$ cat config.mk
export PLATFORM = sky130hd
export DESIGN_NAME = uf_decoder
export DESIGN_NICKNAME = d
export VERILOG_FILES = /design/src/common/uf_pkg.sv /design/src/processing_unit/min_root_select.sv /design/src/processing_unit/processing_unit.sv /design/src/verilog/correction_sender.sv /design/src/verilog/edge_tracker.sv /design/src/verilog/stage_controller.sv /design/src/verilog/syndrome_loader.sv /design/src/verilog/uf_decoder.sv
export SDC_FILE = /design/constraint.sdc
export NUM_CORES = 1
export LEC_CHECK = 0
export ABC_AREA = 1
export BUFFER_PORTS_ARGS = -buffer_cell sky130_fd_sc_hd__buf_2
export CORE_MARGIN = 3
export CORE_UTILIZATION = 50
export DETAILED_ROUTE_END_ITERATION = 6
export PLACE_DENSITY = 0.66
export SYNTH_ARGS = -nofsm -noshare
export SYNTH_HDL_FRONTEND = slang
export SYNTH_SLANG_ARGS = --single-unit
$ cat constraint.sdc
create_clock -name clk -period 3.29 [get_ports clk]
set_input_delay 0.1645 -clock clk [delete_from_list [all_inputs] [get_ports clk]]
set_output_delay 0.1645 -clock clk [all_outputs]
set_load 0.02 [all_outputs]
$ cat src/common/uf_pkg.sv
`default_nettype none

package uf_pkg;

    localparam int DISTANCE = 7;                  // Data qubits, one edge each
    localparam int ANCILLA_COUNT = DISTANCE - 1;
    localparam int ADDRESS_WIDTH = 3;

    // Enough rounds for a lone defect in the middle of the line to reach a boundary
    localparam int MAX_GROW_ROUNDS = 8;
    localparam int ROUND_COUNT_WIDTH = 4;

    typedef enum logic [2:0] {
        STAGE_IDLE   = 3'd0,
        STAGE_LOAD   = 3'd1,
        STAGE_GROW   = 3'd2,
        STAGE_MERGE  = 3'd3,
        STAGE_PEEL   = 3'd4,
        STAGE_RESULT = 3'd5
    } stage_t;

    // What one unit shows its neighbors
    typedef struct packed {
        logic [ADDRESS_WIDTH-1:0] root;
        logic                     is_parent;          // Sender's parent is on its low side
        logic                     odd_to_child;
        logic                     cluster_parity;
        logic                     touching_boundary;
        logic                     peeling_complete;
        logic                     peeling_m;
        logic                     peeling_parity_completed;
    } pe_link_t;

endpackage

`default_nettype wire

$ cat src/processing_unit/min_root_select.sv
`default_nettype none

module min_root_select import uf_pkg::*; (
    input  logic [ADDRESS_WIDTH-1:0] values [2],
    input  logic [1:0]               valids,
    output logic [ADDRESS_WIDTH-1:0] result,
    output logic [1:0]               output_valids
);

    // Side 0 wins a tie
    always_comb begin
        if (valids[0] && (!valids[1] || values[0] <= values[1])) begin
            result = values[0];
            output_valids = 2'b01;
        end else if (valids[1]) begin
            result = values[1];
            output_valids = 2'b10;
        end else begin
            result = '1;                 // Nothing valid
            output_valids = 2'b00;
        end
    end

endmodule

`default_nettype wire

$ cat src/processing_unit/processing_unit.sv
`default_nettype none

module processing_unit import uf_pkg::*; #(
    parameter int         ADDRESS = 0,
    parameter logic [1:0] BOUNDARY_SIDES = 2'b00
) (
    input  logic     clk,
    input  logic     reset,
    input  stage_t   stage,
    input  logic     measurement,
    input  pe_link_t link_in [2],
    output pe_link_t link_out,
    input  logic [1:0] neighbor_fully_grown,
    output logic     neighbor_increase,
    output logic [1:0] neighbor_is_error,
    output logic     odd,
    output logic     busy
);
    stage_t                   unit_stage;
    logic                     m;
    logic [ADDRESS_WIDTH-1:0] root;
    logic [1:0]               parent_vector;
    logic                     odd_to_child;
    logic                     cluster_parity;
    logic                     touching_boundary;
    logic                     peeling_complete;
    logic                     peeling_m;
    logic                     parity_completed;

    logic [ADDRESS_WIDTH-1:0] neighbor_root [2];
    logic [1:0] child_vector, child_parity, child_touch, child_done, child_m;
    logic [1:0] parent_odd, parent_done;
    logic [ADDRESS_WIDTH-1:0] sel_root;
    logic [1:0] sel_valids;
    logic boundary_reached, has_parent, adopt;
    logic next_parity, next_touch, next_odd, merge_change;
    logic carry, not_complete, peel_active;

    always_comb begin
        for (int s = 0; s < 2; s++) begin
            neighbor_root[s] = link_in[s].root;
            child_parity[s] = link_in[s].cluster_parity;
            child_touch[s] = link_in[s].touching_boundary;
            child_done[s] = link_in[s].peeling_complete;
            child_m[s] = link_in[s].peeling_m;
            parent_odd[s] = link_in[s].odd_to_child;
            parent_done[s] = link_in[s].peeling_parity_completed;
        end
    end

    // Roots shrink toward low addresses, so only the right neighbor can be a child
    assign child_vector = {link_in[1].is_parent & ~BOUNDARY_SIDES[1], 1'b0};

    min_root_select root_select (
        .values        (neighbor_root),
        .valids        (neighbor_fully_grown & ~BOUNDARY_SIDES),
        .result        (sel_root),
        .output_valids (sel_valids)
    );

    assign boundary_reached = |(neighbor_fully_grown & BOUNDARY_SIDES);
    assign has_parent = |parent_vector;
    assign adopt = (|sel_valids) && (sel_root < root);
    assign next_parity = m ^ (^(child_vector & child_parity));
    assign next_touch = boundary_reached | (|(child_vector & child_touch));
    assign next_odd = has_parent ? |(parent_vector & parent_odd) : next_parity & ~next_touch;
    assign merge_change = adopt || next_parity != cluster_parity ||
                          next_touch != touching_boundary || next_odd != odd;

    // Defect carried down from the root while peeling
    assign carry = has_parent ? |(parent_vector & parent_odd) : cluster_parity;
    assign not_complete = (|(child_vector & ~child_done)) | ~parity_completed;
    assign peel_active = (unit_stage == STAGE_PEEL) && !not_complete;

    assign neighbor_increase = odd && unit_stage == STAGE_GROW;   // GROW lasts one cycle
    assign neighbor_is_error = peel_active ?
                               (child_vector & child_m) | (odd ? BOUNDARY_SIDES : 2'b00) : 2'b00;

    assign link_out = '{root: root, is_parent: parent_vector[0], odd_to_child: odd_to_child,
                        cluster_parity: cluster_parity, touching_boundary: touching_boundary,
                        peeling_complete: peeling_complete, peeling_m: peeling_m,
                        peeling_parity_completed: parity_completed};

    always_ff @(posedge clk) begin
        if (reset) begin
            unit_stage <= STAGE_IDLE;
            parent_vector <= 2'b00;
            odd <= 1'b0;
            odd_to_child <= 1'b0;
            parity_completed <= 1'b0;
            peeling_complete <= 1'b0;
            busy <= 1'b0;
        end else begin
            unit_stage <= stage;
            busy <= 1'b0;
            case (unit_stage)
                STAGE_LOAD: begin
                    parent_vector <= 2'b00;
                    odd <= measurement;
                    odd_to_child <= measurement;
                    parity_completed <= 1'b0;
                    peeling_complete <= 1'b0;
                end
                STAGE_MERGE: begin
                    if (adopt) parent_vector <= sel_valids;
                    odd <= next_odd;
                    odd_to_child <= next_odd;
                    busy <= merge_change;
                end
                STAGE_PEEL: begin
                    odd <= carry & boundary_reached;     // This unit absorbs the defect
                    odd_to_child <= carry & ~boundary_reached & (|(child_vector & child_touch));
                    parity_completed <= has_parent ? |(parent_vector & parent_done) : 1'b1;
                    peeling_complete <= !not_complete;
                    busy <= not_complete;
                end
                default: ;
            endcase
        end
    end

    always_ff @(posedge clk) begin
        if (unit_stage == STAGE_LOAD) begin
            m <= measurement;
            root <= ADDRESS_WIDTH'(ADDRESS);
            cluster_parity <= measurement;
            touching_boundary <= 1'b0;
            peeling_m <= 1'b0;
        end else if (unit_stage == STAGE_MERGE) begin
            if (adopt) root <= sel_root;
            cluster_parity <= next_parity;
            touching_boundary <= next_touch;
        end else if (peel_active) begin
            peeling_m <= m ^ (^(child_vector & child_m)) ^ odd;
        end
    end

endmodule

`default_nettype wire

$ cat src/verilog/correction_sender.sv
`default_nettype none

module correction_sender import uf_pkg::*; (
    input  logic                clk,
    input  logic                reset,
    input  stage_t              stage,
    input  logic [DISTANCE-1:0] edge_error,
    output logic                out_free,
    output logic                out_valid,
    input  logic                out_ready,
    output logic [DISTANCE-1:0] out_correction
);
    logic full;
    logic capture;

    assign capture = (stage == STAGE_RESULT) && !full;
    assign out_valid = full;
    assign out_free = !full || out_ready;   // Empty now or emptied this cycle

    always_ff @(posedge clk) begin
        if (reset) begin
            full <= 1'b0;
        end else if (capture) begin
            full <= 1'b1;
        end else if (out_ready) begin
            full <= 1'b0;
        end
    end

    always_ff @(posedge clk) begin
        if (capture) begin
            out_correction <= edge_error;
        end
    end

endmodule

`default_nettype wire

$ cat src/verilog/edge_tracker.sv
`default_nettype none

module edge_tracker import uf_pkg::*; #(
    parameter int SIDES = 2
) (
    input  logic             clk,
    input  logic             reset,
    input  stage_t           stage,
    input  logic [SIDES-1:0] increase,
    input  logic [SIDES-1:0] error_mark,
    output logic             fully_grown,
    output logic             is_error
);
    logic [1:0] count;
    logic [2:0] sum;

    assign fully_grown = (count == 2'd2);

    always_comb begin
        sum = {1'b0, count};
        for (int s = 0; s < SIDES; s++) begin
            sum = sum + {2'b00, increase[s]};   // One step per asserting side
        end
    end

    always_ff @(posedge clk) begin
        if (reset || stage == STAGE_LOAD) begin
            count <= 2'd0;
            is_error <= 1'b0;
        end else begin
            count <= (sum >= 3'd2) ? 2'd2 : sum[1:0];
            if (stage == STAGE_PEEL && |error_mark) begin
                is_error <= 1'b1;
            end
        end
    end

endmodule

`default_nettype wire

$ cat src/verilog/stage_controller.sv
`default_nettype none

module stage_controller import uf_pkg::*; (
    input  logic   clk,
    input  logic   reset,
    input  logic   syndrome_valid,
    output logic   syndrome_take,
    input  logic   any_busy,
    input  logic   any_odd,
    input  logic   out_free,
    output stage_t stage
);
    stage_t                       stage_next;
    logic [1:0]                   dwell;     // Cycles spent in the current stage, saturating
    logic [1:0]                   quiet;     // Consecutive cycles with no busy unit
    logic [1:0]                   quiet_next;
    logic [ROUND_COUNT_WIDTH-1:0] rounds;
    logic                         settled;

    assign syndrome_take = (stage == STAGE_LOAD);
    assign settled = (quiet == 2'd2);

    // Busy lags the stage by two cycles, so the first two cycles do not count
    always_comb begin
        if (!any_busy && dwell >= 2'd2) begin
            quiet_next = settled ? quiet : quiet + 2'd1;
        end else begin
            quiet_next = 2'd0;
        end
    end

    always_comb begin
        stage_next = stage;
        case (stage)
            STAGE_IDLE:   if (syndrome_valid) stage_next = STAGE_LOAD;
            STAGE_LOAD:   stage_next = STAGE_GROW;
            STAGE_GROW:   stage_next = STAGE_MERGE;
            STAGE_MERGE: begin
                if (settled) begin
                    if (any_odd && rounds < MAX_GROW_ROUNDS) begin
                        stage_next = STAGE_GROW;
                    end else begin
                        stage_next = STAGE_PEEL;   // Even everywhere, or out of rounds
                    end
                end
            end
            STAGE_PEEL:   if (settled) stage_next = STAGE_RESULT;
            STAGE_RESULT: if (dwell != 2'd0 && out_free) stage_next = STAGE_IDLE;
            default:      stage_next = STAGE_IDLE;
        endcase
    end

    always_ff @(posedge clk) begin
        if (reset) begin
            stage <= STAGE_IDLE;
            dwell <= 2'd0;
            quiet <= 2'd0;
            rounds <= '0;
        end else begin
            stage <= stage_next;
            if (stage_next != stage) begin
                dwell <= 2'd0;
                quiet <= 2'd0;
            end else begin
                dwell <= (dwell == 2'd3) ? dwell : dwell + 2'd1;
                quiet <= quiet_next;
            end
            if (stage == STAGE_LOAD) begin
                rounds <= '0;
            end else if (stage == STAGE_GROW) begin
                rounds <= rounds + 1'b1;
            end
        end
    end

endmodule

`default_nettype wire

$ cat src/verilog/syndrome_loader.sv
`default_nettype none

module syndrome_loader import uf_pkg::*; (
    input  logic                     clk,
    input  logic                     reset,
    input  logic                     in_valid,
    output logic                     in_ready,
    input  logic [ANCILLA_COUNT-1:0] in_syndrome,
    input  stage_t                   stage,
    input  logic                     syndrome_take,
    output logic                     syndrome_valid,
    output logic [ANCILLA_COUNT-1:0] syndrome
);
    logic held;

    assign in_ready = (stage == STAGE_IDLE) && !held;
    assign syndrome_valid = held;

    always_ff @(posedge clk) begin
        if (reset) begin
            held <= 1'b0;
        end else if (in_valid && in_ready) begin
            held <= 1'b1;
        end else if (syndrome_take) begin
            held <= 1'b0;
        end
    end

    always_ff @(posedge clk) begin
        if (in_valid && in_ready) begin
            syndrome <= in_syndrome;
        end
    end

endmodule

`default_nettype wire

$ cat src/verilog/uf_decoder.sv
`default_nettype none

module uf_decoder import uf_pkg::*; (
    input  logic                     clk,
    input  logic                     reset,
    input  logic                     in_valid,
    output logic                     in_ready,
    input  logic [ANCILLA_COUNT-1:0] in_syndrome,
    output logic                     out_valid,
    input  logic                     out_ready,
    output logic [DISTANCE-1:0]      out_correction
);
    stage_t                   stage;
    logic                     syndrome_valid, syndrome_take, out_free;
    logic [ANCILLA_COUNT-1:0] syndrome, unit_increase, unit_odd, unit_busy;
    logic [1:0]               unit_error [ANCILLA_COUNT];
    pe_link_t                 unit_link [ANCILLA_COUNT];
    logic [DISTANCE-1:0]      edge_grown, edge_error;

    syndrome_loader loader (
        .clk, .reset, .in_valid, .in_ready, .in_syndrome, .stage,
        .syndrome_take, .syndrome_valid, .syndrome
    );

    stage_controller controller (
        .clk, .reset, .syndrome_valid, .syndrome_take,
        .any_busy(|unit_busy), .any_odd(|unit_odd), .out_free, .stage
    );

    // Unit i sits between edge i on side 0 and edge i+1 on side 1
    for (genvar i = 0; i < ANCILLA_COUNT; i++) begin : unit
        localparam int LEFT = (i == 0) ? 0 : i - 1;
        localparam int RIGHT = (i == ANCILLA_COUNT - 1) ? i : i + 1;
        pe_link_t link_in [2];
        assign link_in[0] = unit_link[LEFT];
        assign link_in[1] = unit_link[RIGHT];

        processing_unit #(
            .ADDRESS(i),
            .BOUNDARY_SIDES({i == ANCILLA_COUNT - 1, i == 0})
        ) pu (
            .clk, .reset, .stage, .measurement(syndrome[i]),
            .link_in(link_in), .link_out(unit_link[i]),
            .neighbor_fully_grown(edge_grown[i+1:i]), .neighbor_increase(unit_increase[i]),
            .neighbor_is_error(unit_error[i]), .odd(unit_odd[i]), .busy(unit_busy[i])
        );
    end

    edge_tracker #(.SIDES(1)) edge_left (
        .clk, .reset, .stage, .increase(unit_increase[0]), .error_mark(unit_error[0][0]),
        .fully_grown(edge_grown[0]), .is_error(edge_error[0])
    );

    for (genvar j = 1; j < DISTANCE - 1; j++) begin : inner
        edge_tracker #(.SIDES(2)) et (
            .clk, .reset, .stage,
            .increase({unit_increase[j], unit_increase[j-1]}),
            .error_mark({unit_error[j][0], unit_error[j-1][1]}),
            .fully_grown(edge_grown[j]), .is_error(edge_error[j])
        );
    end

    edge_tracker #(.SIDES(1)) edge_right (
        .clk, .reset, .stage, .increase(unit_increase[ANCILLA_COUNT-1]),
        .error_mark(unit_error[ANCILLA_COUNT-1][1]),
        .fully_grown(edge_grown[DISTANCE-1]), .is_error(edge_error[DISTANCE-1])
    );

    correction_sender sender (
        .clk, .reset, .stage, .edge_error, .out_free, .out_valid, .out_ready, .out_correction
    );

endmodule

`default_nettype wire
==> results of run 1 <==
## metal layers
| layer | global-route usage | vias up | part of all wire | routed length [um] |
|---|---|---|---|---|
| li1 | - | 3002 | - | - |
| met1 | 0.3412 | 2654 | 0.51 | 8511 |
| met2 | 0.3522 | 127 | 0.44 | 7356 |
| met3 | 0.04849 | 17 | 0.044 | 746 |
| met4 | 0.05675 | 0 | 0.010 | 168 |
| met5 | 0 | - | 0 | 0 |
## power by group through the flow
stage	registers (W)	logic [W]	clock network, W
global route	0.00190	0.000740	0.00206
detailed placement	0.00191	0.000632	0
floorplan	0.00187	0.000484	0
finish	0.00188	0.000640	0.00198
global placement	0.00191	0.000626	0
CTS	0.00188	0.000641	0.00201
## synthesized netlist by cell type (2+ instances only)
master,n,area share
sky130_fd_sc_hd__nand2_1,191,0.10
sky130_fd_sc_hd__inv_1,124,0.068
sky130_fd_sc_hd__dfxtp_1,105,0.31
sky130_fd_sc_hd__nor2_1,101,0.055
sky130_fd_sc_hd__a21oi_1,60,0.044
sky130_fd_sc_hd__nand3_1,59,0.043
sky130_fd_sc_hd__o21ai_0,45,0.033
sky130_fd_sc_hd__ha_1,40,0.073
sky130_fd_sc_hd__edfxtp_1,25,0.11
sky130_fd_sc_hd__o22ai_1,14,0.013
sky130_fd_sc_hd__a31oi_1,12,0.011
sky130_fd_sc_hd__nor3_1,12,0.0088
sky130_fd_sc_hd__xor2_1,12,0.015
sky130_fd_sc_hd__clkbuf_1,11,0.0060
sky130_fd_sc_hd__inv_2,10,0.0055
sky130_fd_sc_hd__buf_2,8,0.0058
sky130_fd_sc_hd__nand3b_1,8,0.0088
sky130_fd_sc_hd__nand4_1,8,0.0073
sky130_fd_sc_hd__nand2_2,7,0.0064
sky130_fd_sc_hd__xnor2_1,6,0.0077
sky130_fd_sc_hd__fa_1,5,0.015
sky130_fd_sc_hd__nor2_2,5,0.0046
sky130_fd_sc_hd__nor2_4,5,0.0082
sky130_fd_sc_hd__o211ai_1,5,0.0055
sky130_fd_sc_hd__o21bai_1,5,0.0055
sky130_fd_sc_hd__a22o_1,3,0.0038
sky130_fd_sc_hd__a21oi_2,2,0.0026
sky130_fd_sc_hd__nand2_4,2,0.0033
sky130_fd_sc_hd__nand4_2,2,0.0037
sky130_fd_sc_hd__o21ai_1,2,0.0015
sky130_fd_sc_hd__or2_2,2,0.0018
## flip-flops by register name (all words and copies together), names as in the netlist, 5 cells and up
signal                     count
unit.pu.root                  18
inner.et.count                10
unit.pu.parent_vector         10
sender.out_correction          7
loader.syndrome                6
unit.pu.busy                   6
unit.pu.cluster_parity         6
unit.pu.m                      6
unit.pu.odd                    6
unit.pu.odd_to_child           6
unit.pu.parity_completed       6
unit.pu.touching_boundary      6
inner.et.is_error              5
unit.pu.peeling_complete       5
unit.pu.peeling_m              5
## path summary, 6_finish.rpt
| kind | endpoint | startpoint | cells after the start |
|---|---|---|---|
| setup reg to reg | unit[3].pu.root[2] | unit[2].pu.root[0] | 17 |
| hold reg to reg | sender.out_correction[4] | inner[4].et.is_error | 0 |
| setup / recovery | unit[3].pu.root[2] | unit[2].pu.root[0] | 17 |
| hold / removal | sender.out_valid | out_ready | 3 |
## layout by cell type (no fill, tap or decap), types with 3 or more instances in the layout
cell type                       instances
sky130_fd_sc_hd__nand2_1              191
sky130_fd_sc_hd__inv_1                124
sky130_fd_sc_hd__dfxtp_1              105
sky130_fd_sc_hd__nor2_1               101
sky130_fd_sc_hd__a21oi_1               60
sky130_fd_sc_hd__nand3_1               59
sky130_fd_sc_hd__o21ai_0               45
sky130_fd_sc_hd__ha_1                  40
sky130_fd_sc_hd__edfxtp_1              25
sky130_fd_sc_hd__buf_2                 18
sky130_fd_sc_hd__clkbuf_16             17
sky130_fd_sc_hd__o22ai_1               14
sky130_fd_sc_hd__nor3_1                12
sky130_fd_sc_hd__a31oi_1               12
sky130_fd_sc_hd__xor2_1                12
sky130_fd_sc_hd__inv_2                 10
sky130_fd_sc_hd__nand3b_1               8
sky130_fd_sc_hd__nand4_1                8
sky130_fd_sc_hd__nand2_2                7
sky130_fd_sc_hd__xnor2_1                6
sky130_fd_sc_hd__dlygate4sd3_1          6
sky130_fd_sc_hd__buf_4                  6
sky130_fd_sc_hd__nor2_4                 5
sky130_fd_sc_hd__nor2_2                 5
sky130_fd_sc_hd__o21bai_1               5
sky130_fd_sc_hd__o211ai_1               5
sky130_fd_sc_hd__fa_1                   5
sky130_fd_sc_hd__clkinvlp_4             5
sky130_fd_sc_hd__bufinv_16              4
sky130_fd_sc_hd__a22o_1                 3
## worst min-delay path: stages
cell and delay, ns:
sky130_fd_sc_hd__buf_2 0.08, sky130_fd_sc_hd__or2_2 0.10, sky130_fd_sc_hd__a21oi_1 0.05
## layout make-up
class | count | area share
tap | 176 | 0.02826
clock inverter | 14 | 0.02425
sequential | 130 | 0.3661
clock buffer | 18 | 0.05508
timing repair buffer | 30 | 0.02505
multi-input combinational | 621 | 0.4366
inverter | 134 | 0.06456
## through the flow
step,cell area [um^2],setup slack [ns],total power (W),util
2_1_floorplan,6850,0.9880,0.002357,-
3_3_place_gp,7113,0.6213,0.002532,0.5350
3_5_place_dp,7113,0.6207,0.002540,0.5350
4_1_cts,7791,0.6156,0.004522,0.5860
5_1_grt,7791,0.2868,0.004696,0.5860
6_report,7791,0.5834,0.004499,0.5860
## kinds of logic (layout without fill, tap and decap cells)
family / Yosys count / after routing / synth area share
AOI/OAI and AO/OA: 153 / 153 / 0.1268
xor gates and xnor gates: 18 / 18 / 0.02301
adders and majority gates: 45 / 45 / 0.08767
buffers and inverters: 154 / 196 / 0.08694
DFF: 130 / 130 / 0.4164
and+or+nand+nor: 405 / 405 / 0.2592
==> run_results.csv, run 1 <==
group,metric,value,unit
power_and_ir_drop,p_comb_frac,0.142,
power_and_ir_drop,static-leakage-power,3.337,nW
die,dieHeight,123.1,um
power_and_ir_drop,seqPwrFrac,0.418,
synthesis,synth_edf_count,25,
placed_design,io_buffers,18,
drt,wl,16780,um
sta,fin_worst_hold_slack,0.02545,ns
synthesis,yosysSeqAreaShare,0.4164,
synthesis,synth.ff_latch_count,130,
layout,layout-drive-gt1-share,0.09609,
placed_design,dp.final_hpwl,12290,um
setup_path,crit_path_end_kind,"register",
sta,maxClockFrequency,0.3695,GHz
power_and_ir_drop,peakVddDrop,0.0004435,V
setup_path,worst_path_max_delay_cell,"sky130_fd_sc_hd__dfxtp_1",
sta,report.final.slew_viol_count,0,
synthesis,synth_warnings,0,
layout,finalNetCount,989,
cts,cts_buffer_depth,2,
setup_path,cp.arrival,3.02,ns
global_routing,via_count_of_the_first_global_routing_pass,5373,
layout,final.fill_count,1277,
synthesis,syn-num-nets,960,
cts,tritoncts_clock_tree,"yes",
drt,drc_errors,0,
cts,worst_setup_hold_path_clk_slew,0.06,ns
sta,fin_skew,0.007150,ns
drt,post_route_ant_nets,0,
global_routing,grt_max_degree,42,
setup_path,reg2reg_setup_slack,0.58,ns
worst_hold_path,worst_hold_path_type,"primary input to register",
placed_design,placed_cells,1085,
die,total_die_area,15140,um^2
setup_path,crit_chain,"inv_1 -> ha_1 -> nand3_1 -> nand2_1 -> inv_1 -> nand2_1 -> nand2_1 -> nand2_1 -> o22ai_1 -> inv_1 -> ha_1 -> a21oi_1 -> nand2_1 -> a21oi_2 -> nand2_2 -> o21ai_0 -> nor2_1",
cts,num_cts_buffers,17,
cts,post_cts_resize_count,0,
sta,maxSlewHeadroom,0.5370,
job,maxCapViolations,0,
global_routing,grt_first_pass_wirelength,27200,um
die,die_w,123.1,um
cts,clock_tree.htree_level_count,4,
synthesis,syn-cell-area,6850,um^2
cts,cts.sinks,130,
drt,drt_iter0_markers,548,
synthesis,synthArstFlopShare,0,
drt,drt-pass1-iter-count,5,
sta,finalCritPeriodShare,0.8227,
sta,post-route-min-period,2.707,ns
synthesis,synth_cell_types,40,
setup_path,critPathTopFamily,"simple AND/OR/NAND/NOR gates",
sta,rsz0062_at_grt,"false",
setup_path,cp_data_required_time,3.60,ns
die,fp.coreArea,13300,um^2
power_and_ir_drop,share_clk_of_total_power,0.440,
run_status,result_of_the_run,"completed",
drt,vias_per_cell,5.165,
setup_path,timing.critical_path.mode_cell,"sky130_fd_sc_hd__nand2_1",
cts,root_buffer,"sky130_fd_sc_hd__clkbuf_16",
cts,clock_insertion_delay_worst_skew,0.42,ns
die,ioPinCount,19,
setup_path,worst-path-max-fanout,7,
power_and_ir_drop,swShare,0.2770,
synthesis,synthesis.area_per_instance,7.569,um^2
layout,seqCellArea,2853,um^2
setup_path,critPathLaunchType,"register",
die,initial_utilization,0.5152,
sta,final-setup-viol-count,0,
power_and_ir_drop,power_switching,0.001246,W
sta,tightest_slew,0.6935,ns
setup_path,delay_of_the_slowest_critical_path_stage,0.44,ns
sta,setup_tns,0,ns
power_and_ir_drop,power_density,577.4,nW/um^2
die,rows,42,
layout,layout_overhead_on_the_synthesized_area,13.74,%
synthesis,synthFlopType,"sky130_fd_sc_hd__dfxtp_1",
drt,num_vias,5800,
global_routing,grt_use_total,0.2327,
placed_design,gp_congestion,0.8579,
setup_path,cp.buffers_inverters,3,
layout,final-instance-count-excl-fill,1123,
global_routing,antenna_found_initial,0,
layout,multi_input_area,3402,um^2
sta,finalHoldViolations,0,
synthesis,synthesis.instances,905,
setup_path,critPathKind,"register to register",
global_routing,global_route.overflow_total,0,
layout,antenna_cells_inserted,0,
cts,post_cts_buffers,0,
drt,drt-wirelength-per-cell,14.94,um
power_and_ir_drop,design_internal_power,0.003252,W
cts,post_cts_hold_buffer_count,6,
(Power assumes the default switching activity.)
==> run 2, diff against run 1 <==
--- a/config.mk
+++ b/config.mk
@@ -10,7 +10,7 @@
 export CORE_MARGIN = 3
 export CORE_UTILIZATION = 50
 export DETAILED_ROUTE_END_ITERATION = 6
-export PLACE_DENSITY = 0.66
+export PLACE_DENSITY = 0.69
 export SYNTH_ARGS = -nofsm -noshare
 export SYNTH_HDL_FRONTEND = slang
 export SYNTH_SLANG_ARGS = --single-unit
==> constraint.sdc (replaced) <==
create_clock -name clk -period 2.4 [get_ports clk]
set_input_delay 0.12 -clock clk [delete_from_list [all_inputs] [get_ports clk]]
set_output_delay 0.12 -clock clk [all_outputs]
set_load 0.02 [all_outputs]
==> run_results.csv, run 2 (same netlist as run 1, synthesis figures left out) <==
group,metric,value,unit
job,maxCapViolations,0,
sta,rsz0062_at_grt,"true",
die,die_w,123.1,um
global_routing,antenna_found_initial,0,
drt,vias_per_cell,5.259,
worst_hold_path,worstHoldStart,"in_valid",
cts,worst_setup_hold_path_clk_slew,0.06,ns
sta,finalHoldViolations,0,
drt,drc_errors,0,
setup_path,critPathKind,"register to register",
global_routing,grt_first_pass_wirelength,28480,um
setup_path,cp.arrival,2.73,ns
sta,final-setup-viol-count,0,
global_routing,via_count_of_the_first_global_routing_pass,5634,
die,total_die_area,15140,um^2
layout,final.fill_count,1106,
setup_path,timing.rr.end,"unit[3].pu.parent_vector[0]",
sta,fin_skew,0.007745,ns
placed_design,io_buffers,18,
power_and_ir_drop,seqPwrFrac,0.408,
worst_hold_path,worst_hold_path_type,"primary input to register",
cts,tritoncts_clock_tree,"yes",
setup_path,critPathLaunchType,"register",
die,initial_utilization,0.5152,
worst_hold_path,min_path_cells,3,
sta,setup_ws,0.004831,ns
die,rows,42,
setup_path,cp_data_required_time,2.74,ns
setup_path,delay_of_the_slowest_critical_path_stage,0.33,ns
drt,drt-pass1-iter-count,5,
drt,drt-wirelength-per-cell,15.40,um
placed_design,placed_cells,1130,
drt,wl,18250,um
layout,finalCoreUtilization,0.6582,
layout,layout_overhead_on_the_synthesized_area,27.74,%
layout,largest_reg_flops,18,
die,dieHeight,123.1,um
sta,maxClockFrequency,0.4175,GHz
sta,report.final.slew_viol_count,0,
placed_design,gp_congestion,0.8875,
layout,layout-drive-gt1-share,0.2389,
sta,tightest_slew,0.7099,ns
setup_path,worst-path-max-fanout,5,
sta,post-route-min-period,2.395,ns
setup_path,crit_chain,"inv_2 -> ha_4 -> nand3_1 -> nand2_1 -> inv_1 -> nand2_2 -> nand2_4 -> nand2_4 -> o22ai_2 -> inv_2 -> ha_4 -> a21oi_2 -> nand2_1 -> a21oi_2 -> buf_4 -> nand3b_1 -> a21oi_1",
power_and_ir_drop,swShare,0.2844,
cts,clock_tree.htree_level_count,4,
power_and_ir_drop,peakVddDrop,0.0005376,V
layout,final-instance-count-excl-fill,1185,
power_and_ir_drop,power_density,721.4,nW/um^2
placed_design,dp.final_hpwl,12560,um
setup_path,cp.buffers_inverters,4,
global_routing,global_route.overflow_total,0,
cts,cts_buffer_depth,2,
cts,clock_insertion_delay_worst_skew,0.42,ns
die,ioPinCount,19,
setup_path,worst_path_max_delay_cell,"sky130_fd_sc_hd__dfxtp_2",
layout,largest-register,"unit.pu.root",
layout,finalNetCount,1051,
cts,num_cts_buffers,17,
layout,antenna_cells_inserted,0,
layout,multi_input_area,3852,um^2
power_and_ir_drop,p_comb_frac,0.177,
run_status,result_of_the_run,"completed",
setup_path,reg2reg_setup_slack,0.005,ns
placed_design,pre_cts_slack,-0.1280,ns
cts,root_buffer,"sky130_fd_sc_hd__clkbuf_16",
setup_path,critPathTopFamily,"compound AO/OA/AOI/OAI gates",
die,fp.coreArea,13300,um^2
drt,post_route_ant_nets,0,
setup_path,crit-reg2reg-launch,"unit[4].pu.root[2]",
layout,largestRegisters,"unit.pu.root x18, inner.et.count x10, unit.pu.parent_vector x10",
sta,finalCritPeriodShare,0.9980,
setup_path,crit_path_end_kind,"register",
layout,seqCellArea,2878,um^2
setup_path,timing.reg2reg.worst_path_depth,17,
power_and_ir_drop,design_internal_power,0.004517,W
worst_hold_path,endpoint_with_the_worst_hold_slack,"loader.syndrome_valid",
sta,setup_tns,0,ns
drt,drt_iter0_markers,571,
power_and_ir_drop,power_switching,0.001795,W
sta,maxSlewHeadroom,0.5261,
drt,num_vias,6232,
global_routing,grt_max_degree,42,
layout,commonest_cells_after_routing_fill_and_taps_aside,"176 x sky130_fd_sc_hd__nand2_1, 106 x sky130_fd_sc_hd__inv_1, 101 x sky130_fd_sc_hd__nor2_1",
power_and_ir_drop,static-leakage-power,3.706,nW
power_and_ir_drop,share_clk_of_total_power,0.415,
layout,layout_commonest_cell,"sky130_fd_sc_hd__nand2_1",
global_routing,grt_use_total,0.2430,
cts,cts.sinks,130,
==> run 2: changes by cell type in the layout (fill, tap and decap cells not counted), sizes merged <==
cell | before | now
clkbuf | 18 | 20
bufinv | 4 | 2
clkinvlp | 5 | 3
dlygate4sd3 | 6 | 7
inv | 134 | 135
buf | 24 | 85
clkinv | 5 | 6
==> run 2: through the flow <==
stage	hold WS [ns]	area (um^2)	total power, W
after floorplan	0.2189	6850	0.003231
after global placement	0.2971	7451	0.003538
after detailed placement	0.2981	7451	0.003555
after CTS	0.05707	8247	0.006204
after global routing	0.06915	8751	0.006618
final	0.06555	8751	0.006313
==> run 2: repair_timing <==
item | 4_1_cts | 5_1_grt
resized for setup | 17 | 102
setup buffers | 4 | 12
hold endpoints to repair | 7 | 0
hold buffers | 7 | 0
pin swaps | 3 | 44
endpoints found under the setup margin | 22 | 24
==> run 2: final cells by class <==
class	instances	share of cell area
Multi-Input combinational cell	621	0.4402
Timing Repair Buffer	92	0.07835
Inverter	134	0.05805
Clock inverter	12	0.01458
Clock buffer	20	0.05476
Sequential cell	130	0.3289
Tap cell	176	0.02516
==> run 2: tightest hold or removal path: cells and delay by family <==
family / cells / cell delay, ns
compound gates: 1 / 0.15
simple gates: 1 / 0.11
buf+inv: 1 / 0.08
==> run 2: power by group through the flow <==
| stage | logic [W] | registers [W] | clock network [W] |
|---|---|---|---|
| after global routing | 0.00126 | 0.00260 | 0.00276 |
| after floorplan | 0.000664 | 0.00257 | 0 |
| after detailed placement | 0.000960 | 0.00260 | 0 |
| final | 0.00112 | 0.00257 | 0.00262 |
| after global placement | 0.000946 | 0.00259 | 0 |
| after CTS | 0.000997 | 0.00256 | 0.00265 |
==> run 2: layer usage <==
layer | share of wire | global-route usage | vias to the layer above
met5 | 0 | 0 | -
met4 | 0.029 | 0.08789 | 0
met3 | 0.059 | 0.06450 | 44
met2 | 0.46 | 0.3785 | 180
met1 | 0.45 | 0.3265 | 2878
li1 | - | - | 3130
==> run 2: worst max path at each step <==
stage / from / depth (start not counted) / end / slack, ns
2_1_floorplan: unit[3].pu.root[0] / 17 / unit[4].pu.root[0] / 0.1
4_1_cts: unit[4].pu.root[1] / 17 / unit[3].pu.root[1] / 0.009
3_5_place_dp: unit[3].pu.root[2] / 16 / unit[2].pu.root[0] / -0.13
5_1_grt: unit[4].pu.root[2] / 17 / unit[3].pu.parent_vector[0] / -0.12
3_3_place_gp: unit[3].pu.root[2] / 16 / unit[2].pu.root[0] / -0.10
6_report: unit[4].pu.root[2] / 17 / unit[3].pu.parent_vector[0] / 0.005
